==> src/logic/frame_pkg.sv <==
// Shared types and sizes for the byte-stream packet framer
package frame_pkg;

  typedef logic [7:0] byte_t;     // Payload or header byte
  typedef logic [5:0] len_t;      // Packet length, 1 to 63

  // Data queue holds one maximum packet plus one byte
  localparam int unsigned DATA_DEPTH = 64;
  localparam int unsigned LEN_DEPTH  = 8;   // Lengths waiting for output

  // Marker in the top two bits of every header byte
  localparam logic [1:0] HDR_MARK = 2'b10;

  // Framing controller states
  typedef enum logic {
    ST_IDLE,
    ST_PAYLOAD
  } ctrl_state_t;

endpackage

==> src/logic/sync_fifo.sv <==
`timescale 1ns/1ps

// First-word-fall-through queue with an extra wrap bit on both pointers.
// DEPTH must be a power of two so the wrap bit lines up with the index.
module sync_fifo #(
  parameter type         payload_t = logic [7:0],
  parameter int unsigned DEPTH     = 16
) (
  input  logic     clk,
  input  logic     rst_n,

  input  logic     wr_i,      // Write strobe
  input  logic     rd_i,      // Read strobe, pops the current head
  input  payload_t data_i,
  output payload_t data_o,    // Head of queue, valid while not empty

  output logic     empty_o,
  output logic     full_o
);

  localparam int unsigned ADDR_W = $clog2(DEPTH);

  payload_t          mem [DEPTH];

  logic [ADDR_W:0]   wr_ptr;
  logic [ADDR_W:0]   rd_ptr;
  logic [ADDR_W-1:0] wr_idx;
  logic [ADDR_W-1:0] rd_idx;
  logic              wr_en;
  logic              rd_en;

  assign wr_idx = wr_ptr[ADDR_W-1:0];
  assign rd_idx = rd_ptr[ADDR_W-1:0];

  // Same index and same lap means nothing stored
  assign empty_o = (wr_ptr == rd_ptr);

  // Same index but writer one lap ahead
  assign full_o = (wr_idx == rd_idx) && (wr_ptr[ADDR_W] != rd_ptr[ADDR_W]);

  // Strobes that would overflow or underflow are dropped
  assign wr_en = wr_i && !full_o;
  assign rd_en = rd_i && !empty_o;

  assign data_o = mem[rd_idx];   // Head falls through without a read cycle

  always_ff @(posedge clk) begin
    if (wr_en) begin
      mem[wr_idx] <= data_i;
    end
  end

  always_ff @(posedge clk) begin
    if (!rst_n) begin
      wr_ptr <= '0;
    end else if (wr_en) begin
      wr_ptr <= wr_ptr + 1'b1;
    end
  end

  always_ff @(posedge clk) begin
    if (!rst_n) begin
      rd_ptr <= '0;
    end else if (rd_en) begin
      rd_ptr <= rd_ptr + 1'b1;
    end
  end

endmodule

==> src/logic/pkt_len_counter.sv <==
`timescale 1ns/1ps

// Counts the accepted bytes of the packet being received and pushes
// the finished length into the length queue on the last byte
module pkt_len_counter import frame_pkg::*; (
  input  logic clk,
  input  logic rst_n,

  input  logic in_wr_i,       // Source write strobe
  input  logic in_last_i,     // Last byte of packet, sampled with in_wr_i
  input  logic data_full_i,   // Data queue full
  input  logic len_full_i,    // Length queue full

  output logic in_full_o,     // Back-pressure level to the source
  output logic accept_o,      // Data queue write strobe
  output logic len_wr_o,      // Length queue write strobe
  output len_t len_o          // Length value to push
);

  len_t byte_cnt;             // Bytes accepted so far in this packet

  // Either queue being full stops the source
  assign in_full_o = data_full_i || len_full_i;

  assign accept_o = in_wr_i && !in_full_o;

  // The last byte counts itself
  assign len_wr_o = accept_o && in_last_i;
  assign len_o    = byte_cnt + 1'b1;

  always_ff @(posedge clk) begin
    if (!rst_n) begin
      byte_cnt <= '0;
    end else if (accept_o) begin
      if (in_last_i) begin
        byte_cnt <= '0;       // Next byte starts a new packet
      end else begin
        byte_cnt <= byte_cnt + 1'b1;
      end
    end
  end

endmodule

==> src/logic/frame_ctrl.sv <==
`timescale 1ns/1ps

// Framing controller. Pops one length per packet and sends a header
// byte, then pops and sends the stored payload one byte per enabled cycle.
module frame_ctrl import frame_pkg::*; (
  input  logic  clk,
  input  logic  rst_n,

  input  logic  out_en_i,      // Sink enable level
  input  logic  len_empty_i,   // Length queue empty
  input  len_t  len_i,         // Length queue head
  input  byte_t data_i,        // Data queue head

  output logic  len_rd_o,      // Length queue pop
  output logic  data_rd_o,     // Data queue pop

  output logic  out_valid_o,   // One pulse per emitted byte
  output logic  out_hdr_o,     // Marks the header byte
  output logic  out_last_o,    // Marks the final payload byte
  output byte_t out_data_o
);

  ctrl_state_t state;
  ctrl_state_t state_nxt;
  len_t        remain;         // Payload bytes still to send
  len_t        remain_nxt;

  logic        valid_nxt;
  logic        hdr_nxt;
  logic        last_nxt;
  byte_t       data_nxt;

  always_comb begin
    state_nxt  = state;
    remain_nxt = remain;
    len_rd_o   = 1'b0;
    data_rd_o  = 1'b0;
    valid_nxt  = 1'b0;
    hdr_nxt    = 1'b0;
    last_nxt   = 1'b0;
    data_nxt   = out_data_o;   // Hold the last byte when nothing is sent

    case (state)
      ST_IDLE: begin
        // A queued length means its whole payload is already stored
        if (out_en_i && !len_empty_i) begin
          len_rd_o   = 1'b1;
          valid_nxt  = 1'b1;
          hdr_nxt    = 1'b1;
          data_nxt   = {HDR_MARK, len_i};
          remain_nxt = len_i;
          state_nxt  = ST_PAYLOAD;
        end
      end

      ST_PAYLOAD: begin
        if (out_en_i) begin
          data_rd_o  = 1'b1;
          valid_nxt  = 1'b1;
          data_nxt   = data_i;
          remain_nxt = remain - 1'b1;
          if (remain == len_t'(1)) begin
            last_nxt  = 1'b1;
            state_nxt = ST_IDLE;
          end
        end
      end
    endcase
  end

  always_ff @(posedge clk) begin
    if (!rst_n) begin
      state       <= ST_IDLE;
      remain      <= '0;
      out_valid_o <= 1'b0;
      out_hdr_o   <= 1'b0;
      out_last_o  <= 1'b0;
    end else begin
      state       <= state_nxt;
      remain      <= remain_nxt;
      out_valid_o <= valid_nxt;
      out_hdr_o   <= hdr_nxt;
      out_last_o  <= last_nxt;
    end
  end

  always_ff @(posedge clk) begin
    out_data_o <= data_nxt;
  end

endmodule

==> src/logic/frame_top.sv <==
`timescale 1ns/1ps

// Packet framer top level.
// Input bytes go to the data queue, the packet lengths to the length queue,
// and the controller rebuilds the stream as header plus payload.
module frame_top import frame_pkg::*; (
  input  logic  clk,
  input  logic  rst_n,

  input  logic  in_wr_i,
  input  logic  in_last_i,
  input  byte_t in_data_i,
  output logic  in_full_o,

  input  logic  out_en_i,
  output logic  out_valid_o,
  output logic  out_hdr_o,
  output logic  out_last_o,
  output byte_t out_data_o
);

  logic  data_wr;
  logic  data_rd;
  logic  data_full;
  byte_t data_head;

  logic  len_wr;
  logic  len_rd;
  logic  len_full;
  logic  len_empty;
  len_t  len_in;
  len_t  len_head;

  pkt_len_counter u_len_cnt (
    .clk         (clk),
    .rst_n       (rst_n),
    .in_wr_i     (in_wr_i),
    .in_last_i   (in_last_i),
    .data_full_i (data_full),
    .len_full_i  (len_full),
    .in_full_o   (in_full_o),
    .accept_o    (data_wr),
    .len_wr_o    (len_wr),
    .len_o       (len_in)
  );

  // A queued length already implies its payload is stored
  sync_fifo #(
    .payload_t (byte_t),
    .DEPTH     (DATA_DEPTH)
  ) u_data_fifo (
    .clk     (clk),
    .rst_n   (rst_n),
    .wr_i    (data_wr),
    .rd_i    (data_rd),
    .data_i  (in_data_i),
    .data_o  (data_head),
    .empty_o (),
    .full_o  (data_full)
  );

  sync_fifo #(
    .payload_t (len_t),
    .DEPTH     (LEN_DEPTH)
  ) u_len_fifo (
    .clk     (clk),
    .rst_n   (rst_n),
    .wr_i    (len_wr),
    .rd_i    (len_rd),
    .data_i  (len_in),
    .data_o  (len_head),
    .empty_o (len_empty),
    .full_o  (len_full)
  );

  frame_ctrl u_frame_ctrl (
    .clk         (clk),
    .rst_n       (rst_n),
    .out_en_i    (out_en_i),
    .len_empty_i (len_empty),
    .len_i       (len_head),
    .data_i      (data_head),
    .len_rd_o    (len_rd),
    .data_rd_o   (data_rd),
    .out_valid_o (out_valid_o),
    .out_hdr_o   (out_hdr_o),
    .out_last_o  (out_last_o),
    .out_data_o  (out_data_o)
  );

endmodule

==> config.mk <==
export PLATFORM = sky130hd
export DESIGN_NAME = frame_top
export DESIGN_NICKNAME = d
export VERILOG_FILES = /design/src/logic/frame_pkg.sv /design/src/logic/sync_fifo.sv /design/src/logic/pkt_len_counter.sv /design/src/logic/frame_ctrl.sv /design/src/logic/frame_top.sv
export SDC_FILE = /design/constraint.sdc
export NUM_CORES = 1
export LEC_CHECK = 0
export ABC_AREA = 1
export BUFFER_PORTS_ARGS = -buffer_cell sky130_fd_sc_hd__clkbuf_2
export CORE_ASPECT_RATIO = 1.75
export CORE_MARGIN = 4
export CORE_UTILIZATION = 57
export DETAILED_ROUTE_END_ITERATION = 10
export GPL_ROUTABILITY_DRIVEN = 0
export PLACE_DENSITY = 0.76
export SYNTH_ARGS = -nofsm -noshare
export SYNTH_HDL_FRONTEND = slang
export SYNTH_SLANG_ARGS = --single-unit
==> constraint.sdc <==
create_clock -name clk -period 2 [get_ports clk]
set_input_delay 0.1 -clock clk [delete_from_list [all_inputs] [get_ports clk]]
set_output_delay 0.1 -clock clk [all_outputs]
set_load 0.1 [all_outputs]
=== Word level (Yosys, flattened, before mapping) ===
Memory sizes are Yosys's and may differ from the RTL's. A register that Yosys moved wholly into a read port is not among the register bits.
Cells that the tools add are included.

* Reductions and logical operators: 17
* Add/subtract/negate cells: 6
* Eq/ne operators: 9
* Muxes and demuxes: 24
* Bitwise logic cells: 1

{| class="wikitable"
|+ Operator list
! cell !! number
|-
| two-way mux 6 bit || 5
|-
| two-way mux 8 bit || 2
|-
| case mux 8 bit (2 select lines) || 1
|-
| adder 7 x 1 -> 7 bit, second input constant || 2
|-
| case mux 6 bit (2 select lines) || 1
|-
| two-way mux 1 bit || 11
|-
| logical AND 1 bit || 9
|-
| adder 4 x 1 -> 4 bit, second input constant || 2
|-
| equality test 7 bit || 1
|-
| adder 6 x 1 -> 6 bit, second input constant || 1
|-
| equality test 6 x 1 -> 1 bit, second input constant || 1
|-
| equality test 6 bit || 1
|-
| two-way mux 3 bit || 2
|-
| subtractor 6 x 1 -> 6 bit, second input constant || 1
|-
| logical NOT 1 bit || 5
|-
| equality test 4 bit || 1
|-
| case mux 1 bit (2 select lines) || 2
|-
| equality test 3 bit || 1
|-
| AND reduction 3 bit || 1
|-
| inequality test 1 bit || 2
|-
| inequality test 2 x 1 -> 1 bit, second input constant || 1
|-
| inequality test 2 bit, second input constant || 1
|-
| AND reduction 2 bit || 1
|-
| logical OR 1 bit || 1
|-
| NOT 1 bit || 1
|}

* Word-level logic and storage cells: 70
* Memories: 2
* Input bits: 13
* Flip-flop bits (word level): 46
* Bits in writable memories: 560
* Output and inout port bits: 12

{| class="wikitable"
|+ Memories
! memory !! depth !! width !! read ports !! clocked after Yosys merged registers in !! wr ports !! RTL line !! source
|-
| u_data_fifo.mem || 64 || 8 || 1 || 1 || 1 || sync_fifo.sv:23 || <nowiki>payload_t mem [DEPTH];</nowiki>
|-
| u_len_fifo.mem || 8 || 6 || 1 || 1 || 1 || sync_fifo.sv:23 ||
|}

=== Logic depth before layout (Yosys ltp) ===
* Depth after elaboration: 9
* Depth in mapped cells: 14
* Mapped depth without buffers: 11

=== Modules after synthesis ===
Synthesis repeated with hierarchy kept, for this count alone.

* Cells, all modules: 2348
* Area, all modules: 25589.5 um^2

{| class="wikitable"
|+ By module, submodules not included
! module !! area each (um^2) !! times used !! cells an instance !! sequential area each (um^2)
|-
| sync_fifo (u_data_fifo) || 21844.7 || 1 || 1938 || 15775.1
|-
| sync_fifo (u_len_fifo) || 2523.7 || 1 || 252 || 1661.6
|-
| frame_ctrl || 867.1 || 1 || 110 || 440.4
|-
| pkt_len_counter || 354.1 || 1 || 48 || 120.1
|}

=== Worst setup path before layout ===
No wires, ideal clock.

* Path kind: register to register
* Start point: register u_data_fifo.wr_ptr[2]
* End point: memory u_data_fifo.mem[39][0] in the netlist's numbering, enable pin
* Required time: 1.617 ns
* Cell stages (with the launch flop): 8
* Path slack: -0.051 ns
* Path buffers: 2
* Clock period less this slack: 2.051 ns
* Arrival: 1.668 ns
* Library setup time: 0.383 ns
* Path through: dfxtp_1 -> buf_4 -> xor2_1 -> nor2_1 -> nand4_2 -> nand3_2 -> buf_4 -> nor3_1

* Longest elaborated chain between the ends: 8
* Elaborated cells between the ends (all ways): 9
* Those cells by class: eq/ne (1); mux (2); reduce/logical (6)

{| class="wikitable"
|+ Ends and longest elaborated chain
! item !! RTL line !! source
|-
| from (decl) || sync_fifo.sv:25 || <nowiki>logic [ADDR_W:0] wr_ptr;</nowiki>
|-
| from (signal assigned) || sync_fifo.sv:57 || <nowiki>wr_ptr <= wr_ptr + 1'b1;</nowiki>
|-
| equality test 6 bit || sync_fifo.sv:39 || <nowiki>assign full_o = (wr_idx == rd_idx) && (wr_ptr[ADDR_W] != rd_ptr[ADDR_W]);</nowiki>
|-
| logical AND 1 bit || sync_fifo.sv:39 ||
|-
| logical OR 1 bit || pkt_len_counter.sv:23 || <nowiki>assign in_full_o = data_full_i || len_full_i;</nowiki>
|-
| logical NOT 1 bit || pkt_len_counter.sv:25 || <nowiki>assign accept_o = in_wr_i && !in_full_o;</nowiki>
|-
| logical AND 1 bit || pkt_len_counter.sv:25 ||
|-
| logical AND 1 bit || sync_fifo.sv:42 || <nowiki>assign wr_en = wr_i && !full_o;</nowiki>
|-
| two-way mux 1 bit || sync_fifo.sv:48 || <nowiki>if (wr_en) begin</nowiki>
|-
| two-way mux 1 bit (implied by the code) || sync_fifo.sv:49 || <nowiki>mem[wr_idx] <= data_i;</nowiki>
|-
| to (decl) || sync_fifo.sv:23 ||
|}

Parallel ways exist; a longest one is shown, timed or not.

=== Worst setup path in the final report ===
* Start point: register u_len_fifo.wr_ptr[0]
* End point: memory u_len_fifo.mem[6][0] in the netlist's numbering, enable pin

* Longest elaborated chain between the ends: 9
* Elaborated cells between the ends (all ways): 10
* Those cells by class: eq/ne (1); mux (2); reduce/logical (7)

{| class="wikitable"
|+ Ends and longest elaborated chain
! item !! RTL line !! source
|-
| from (decl) || sync_fifo.sv:25 ||
|-
| from (signal assigned) || sync_fifo.sv:57 ||
|-
| equality test 3 bit || sync_fifo.sv:39 ||
|-
| logical AND 1 bit || sync_fifo.sv:39 ||
|-
| logical OR 1 bit || pkt_len_counter.sv:23 ||
|-
| logical NOT 1 bit || pkt_len_counter.sv:25 ||
|-
| logical AND 1 bit || pkt_len_counter.sv:25 ||
|-
| logical AND 1 bit || pkt_len_counter.sv:28 || <nowiki>assign len_wr_o = accept_o && in_last_i;</nowiki>
|-
| logical AND 1 bit || sync_fifo.sv:42 ||
|-
| two-way mux 1 bit || sync_fifo.sv:48 ||
|-
| two-way mux 1 bit (implied by the code) || sync_fifo.sv:49 ||
|-
| to (decl) || sync_fifo.sv:23 ||
|}

Parallel ways exist; a longest one is shown, timed or not.

==> out/results.tsv <==
stage	metric	value	unit
final_layout	drive_gt1_share	17.4	%
global_route	grtUsageTotal	28.1	%
pwr	comb_power_share	10.6	%
placement	place_ws	-0.292	ns
placement	hpwl	44300	um
drt	ant_nets	0	
die	initial_utilization	58.1	%
timing	min_period_over_period	104	%
clock_network	cts.sinks	615	
worst_setup_path	reg2reg_setup_slack	-0.07	ns
drt	drc_errors	0	
clock_network	cts-htree-levels	2	
global_route	antenna_found_initial	0	
yosys	netlist_area	25300	um^2
timing	finalSetupViolations	156	
yosys	yosysUniqueCellTypes	34	
pwr	seqPwrFrac	52.4	%
worst_setup_path	cp.arrival	2.38	ns
min_path	hp-class	in -> reg	
timing	timing.final.crit_period	2.07	ns
worst_setup_path	end_kind	register	
timing	whs	0.00259	ns
yosys	synth-seq-area-share	71.1	%
worst_setup_path	start_kind	register	
final_layout	n_antenna_cell	0	
global_route	grt_pass1_vias	18000	
placement	io_buffers	24	
run	max-cap-violations	0	
drt	wl_per_cell	23.5	um
placement	dpl_cell_area	27200	um^2
clock_network	cts_made_buffers	50	
clock_network	clockBufferDepth	3	
worst_setup_path	cp_max_fo	6	
timing	relSlewSlack	38.2	%
drt	drt_first_iter_violations	1936	
yosys	syn_nets	2258	
yosys	synthCells	2238	
worst_setup_path	crit_type	reg -> reg	
yosys	yosysTopAreaCell	edfxtp_1	
die	rows	101	
pwr	pwr-share-clk	37.0	%
final_layout	final_net_count	2400	
timing	fin_ws	-0.0725	ns
status	status	finished with violations	
die	die_height	287	um
yosys	async_flop_share	0	%
status	violations	setup timing	
drt	dr.pass1.iters	6	
drt	wl	70200	um
drt	vias	18200	
die	ios	25	
pwr	leakage	10.9	nW
yosys	yosys-top-cells-count	nand2_1, edfxtp_1, nand3_1	
drt	vias_per_cell	6.10	
timing	rsz0062_at_grt	true	
yosys	synthMostInstantiatedCell	nand2_1	
pwr	power.total	27.3	mW
yosys	synth_ff_type	edfxtp_1	
yosys	ys_ff_latch	615	
pwr	p_per_area	913	nW/um^2
clock_network	clkLatencyLatePin	0.59	ns
clock_network	cts-root-buf	clkbuf_16	
timing	timing.fmax	483	MHz
timing	finClkSkew	0.0192	ns
final_layout	final_area	29900	um^2
worst_setup_path	critPathRequiredTime	2.30	ns
yosys	ys_top_cells_by_area	edfxtp_1, nand2_1, nand3_1, dfxtp_1, nor2_1	
pwr	ir_drop	1.03	mV
global_route	grt_overflow_total	0	
final_layout	fillers	2848	
die	core	43600	um^2
pwr	switching_share	24.4	%
global_route	grt_pass1_wl	102000	um
pwr	switching_power	6.66	mW
die	die_w	167	um
yosys	ys.warnings.count	0	
yosys	synth_edf_count	568	
timing	worstMarginPinSlew	0.928	ns
die	dieArea	48000	um^2
timing	final_max_slew_viol_count	0	
pwr	p_int	20.7	mW
timing	hold_violations	0	
yosys	synth_top_area_share	67.4	%
yosys	syn_area_per_cell	11.3	um^2
final_layout	syn_to_final_growth	18.2	%
global_route	grt_start_max_net_pins	98	
clock_network	clk_pin_slew	0.07	ns
final_layout	fin_util	68.6	%
clock_network	cts_tree	done	
[worst paths after layout]
path	startpoint	endpoint	cells past startpoint
max	u_len_fifo.wr_ptr[0]	u_len_fifo.mem[6][0]	12
min	in_data_i[7]	u_data_fifo.mem[42][7]	2
max reg2reg	u_len_fifo.wr_ptr[0]	u_len_fifo.mem[6][0]	12
min reg2reg	u_len_cnt.byte_cnt[1]	u_len_cnt.byte_cnt[1]	2
[metrics by stage]
step	instances	setup TNS (ns)
CTS	2968	-4.73
finish	2987	-2.41
detailed placement	2868	-46.38
global placement	2868	-15.17
global route	2987	-21.02
floorplan	2238	-0.816
[what timing repair did]
action,in CTS,in global routing
endpoints found under the setup margin,545,554
gates resized for setup,70,144
hold endpoints to repair,15,0
cloned,0,2
hold buffers,3,0
buffers inserted,4,17
pin swaps,12,19
[layer usage]
layer  global-route usage, %  part of all wire [%]  vias to the layer above  wire, um
met5                       0                     0                        -         0
met4                    18.4                   8.0                        0      5650
met3                    3.89                   7.7                      302      5440
met2                    52.3                    53                     1092     37500
met1                    29.1                    31                     8744     21700
li1                        -                     -                     8086         -
[cell families after synthesis]
kind of cell	synth area share, %
flops	71.1
fa+ha+maj	0.346
simple gates	21.9
buf+inv	3.33
xor+xnor	0.964
compound gates	2.38
[critical path, cell delays in order, from the launching register on]
cell	delay (ns)
dfxtp_1	0.32
xnor2_1	0.14
nand2_1	0.10
nor2_2	0.06
nand2_2	0.11
nand3_4	0.12
buf_6	0.15
buf_12	0.12
nor2_4	0.12
buf_6	0.13
nand2_8	0.07
nor3_4	0.19
buf_6	0.14
[area by class of cell]
| cell class | count | area (um^2) | share of cell area (%) |
|---|---|---|---|
| flip-flops and latches | 615 | 18000 | 60.3 |
| multi-input cells | 1447 | 7060 | 23.6 |
| repair buffers | 219 | 2230 | 7.46 |
| clock buffers | 57 | 1310 | 4.37 |
| well taps | 566 | 708 | 2.37 |
| clock inverters | 36 | 378 | 1.26 |
| inverters | 47 | 193 | 0.644 |
[flip-flops by register name, indices dropped and copies added, names as in the netlist, named ones only]
register,flops
u_data_fifo.mem,512
u_len_fifo.mem,48
u_frame_ctrl.out_data_o,8
u_data_fifo.rd_ptr,7
u_data_fifo.wr_ptr,7
u_frame_ctrl.remain,6
u_len_cnt.byte_cnt,6
u_len_fifo.rd_ptr,4
u_len_fifo.wr_ptr,4
u_frame_ctrl.out_hdr_o,1
u_frame_ctrl.out_last_o,1
u_frame_ctrl.out_valid_o,1
u_frame_ctrl.state,1
[power by group through the flow]
stage / combinational, mW / sequential [mW] / clock, mW
3_3_place_gp: 2.58 / 14.6 / 0
2_1_floorplan: 1.27 / 14.8 / 0
4_1_cts: 2.69 / 14.3 / 10.1
3_5_place_dp: 2.64 / 14.6 / 0
5_1_grt: 3.05 / 14.3 / 10.7
6_report: 2.89 / 14.3 / 10.1
[cells in the final DEF (no fill, tap or decap), drive strengths merged]
cell and count:
nor2 127, nor3 9, edfxtp 568, a31oi 3, clkinv 25, o211ai 14
o22ai 3, o221ai 3, inv 48, xnor2 8, o21ai 51, dfxtp 47
buf 191, nand2 714, ha 7, bufinv 7, xor2 19, clkbuf 82
a21oi 35, clkinvlp 3, nor4 1, nand3 447, dlygate4sd3 3, nand4 6
Note: power is estimated with default switching activity, not from simulation.
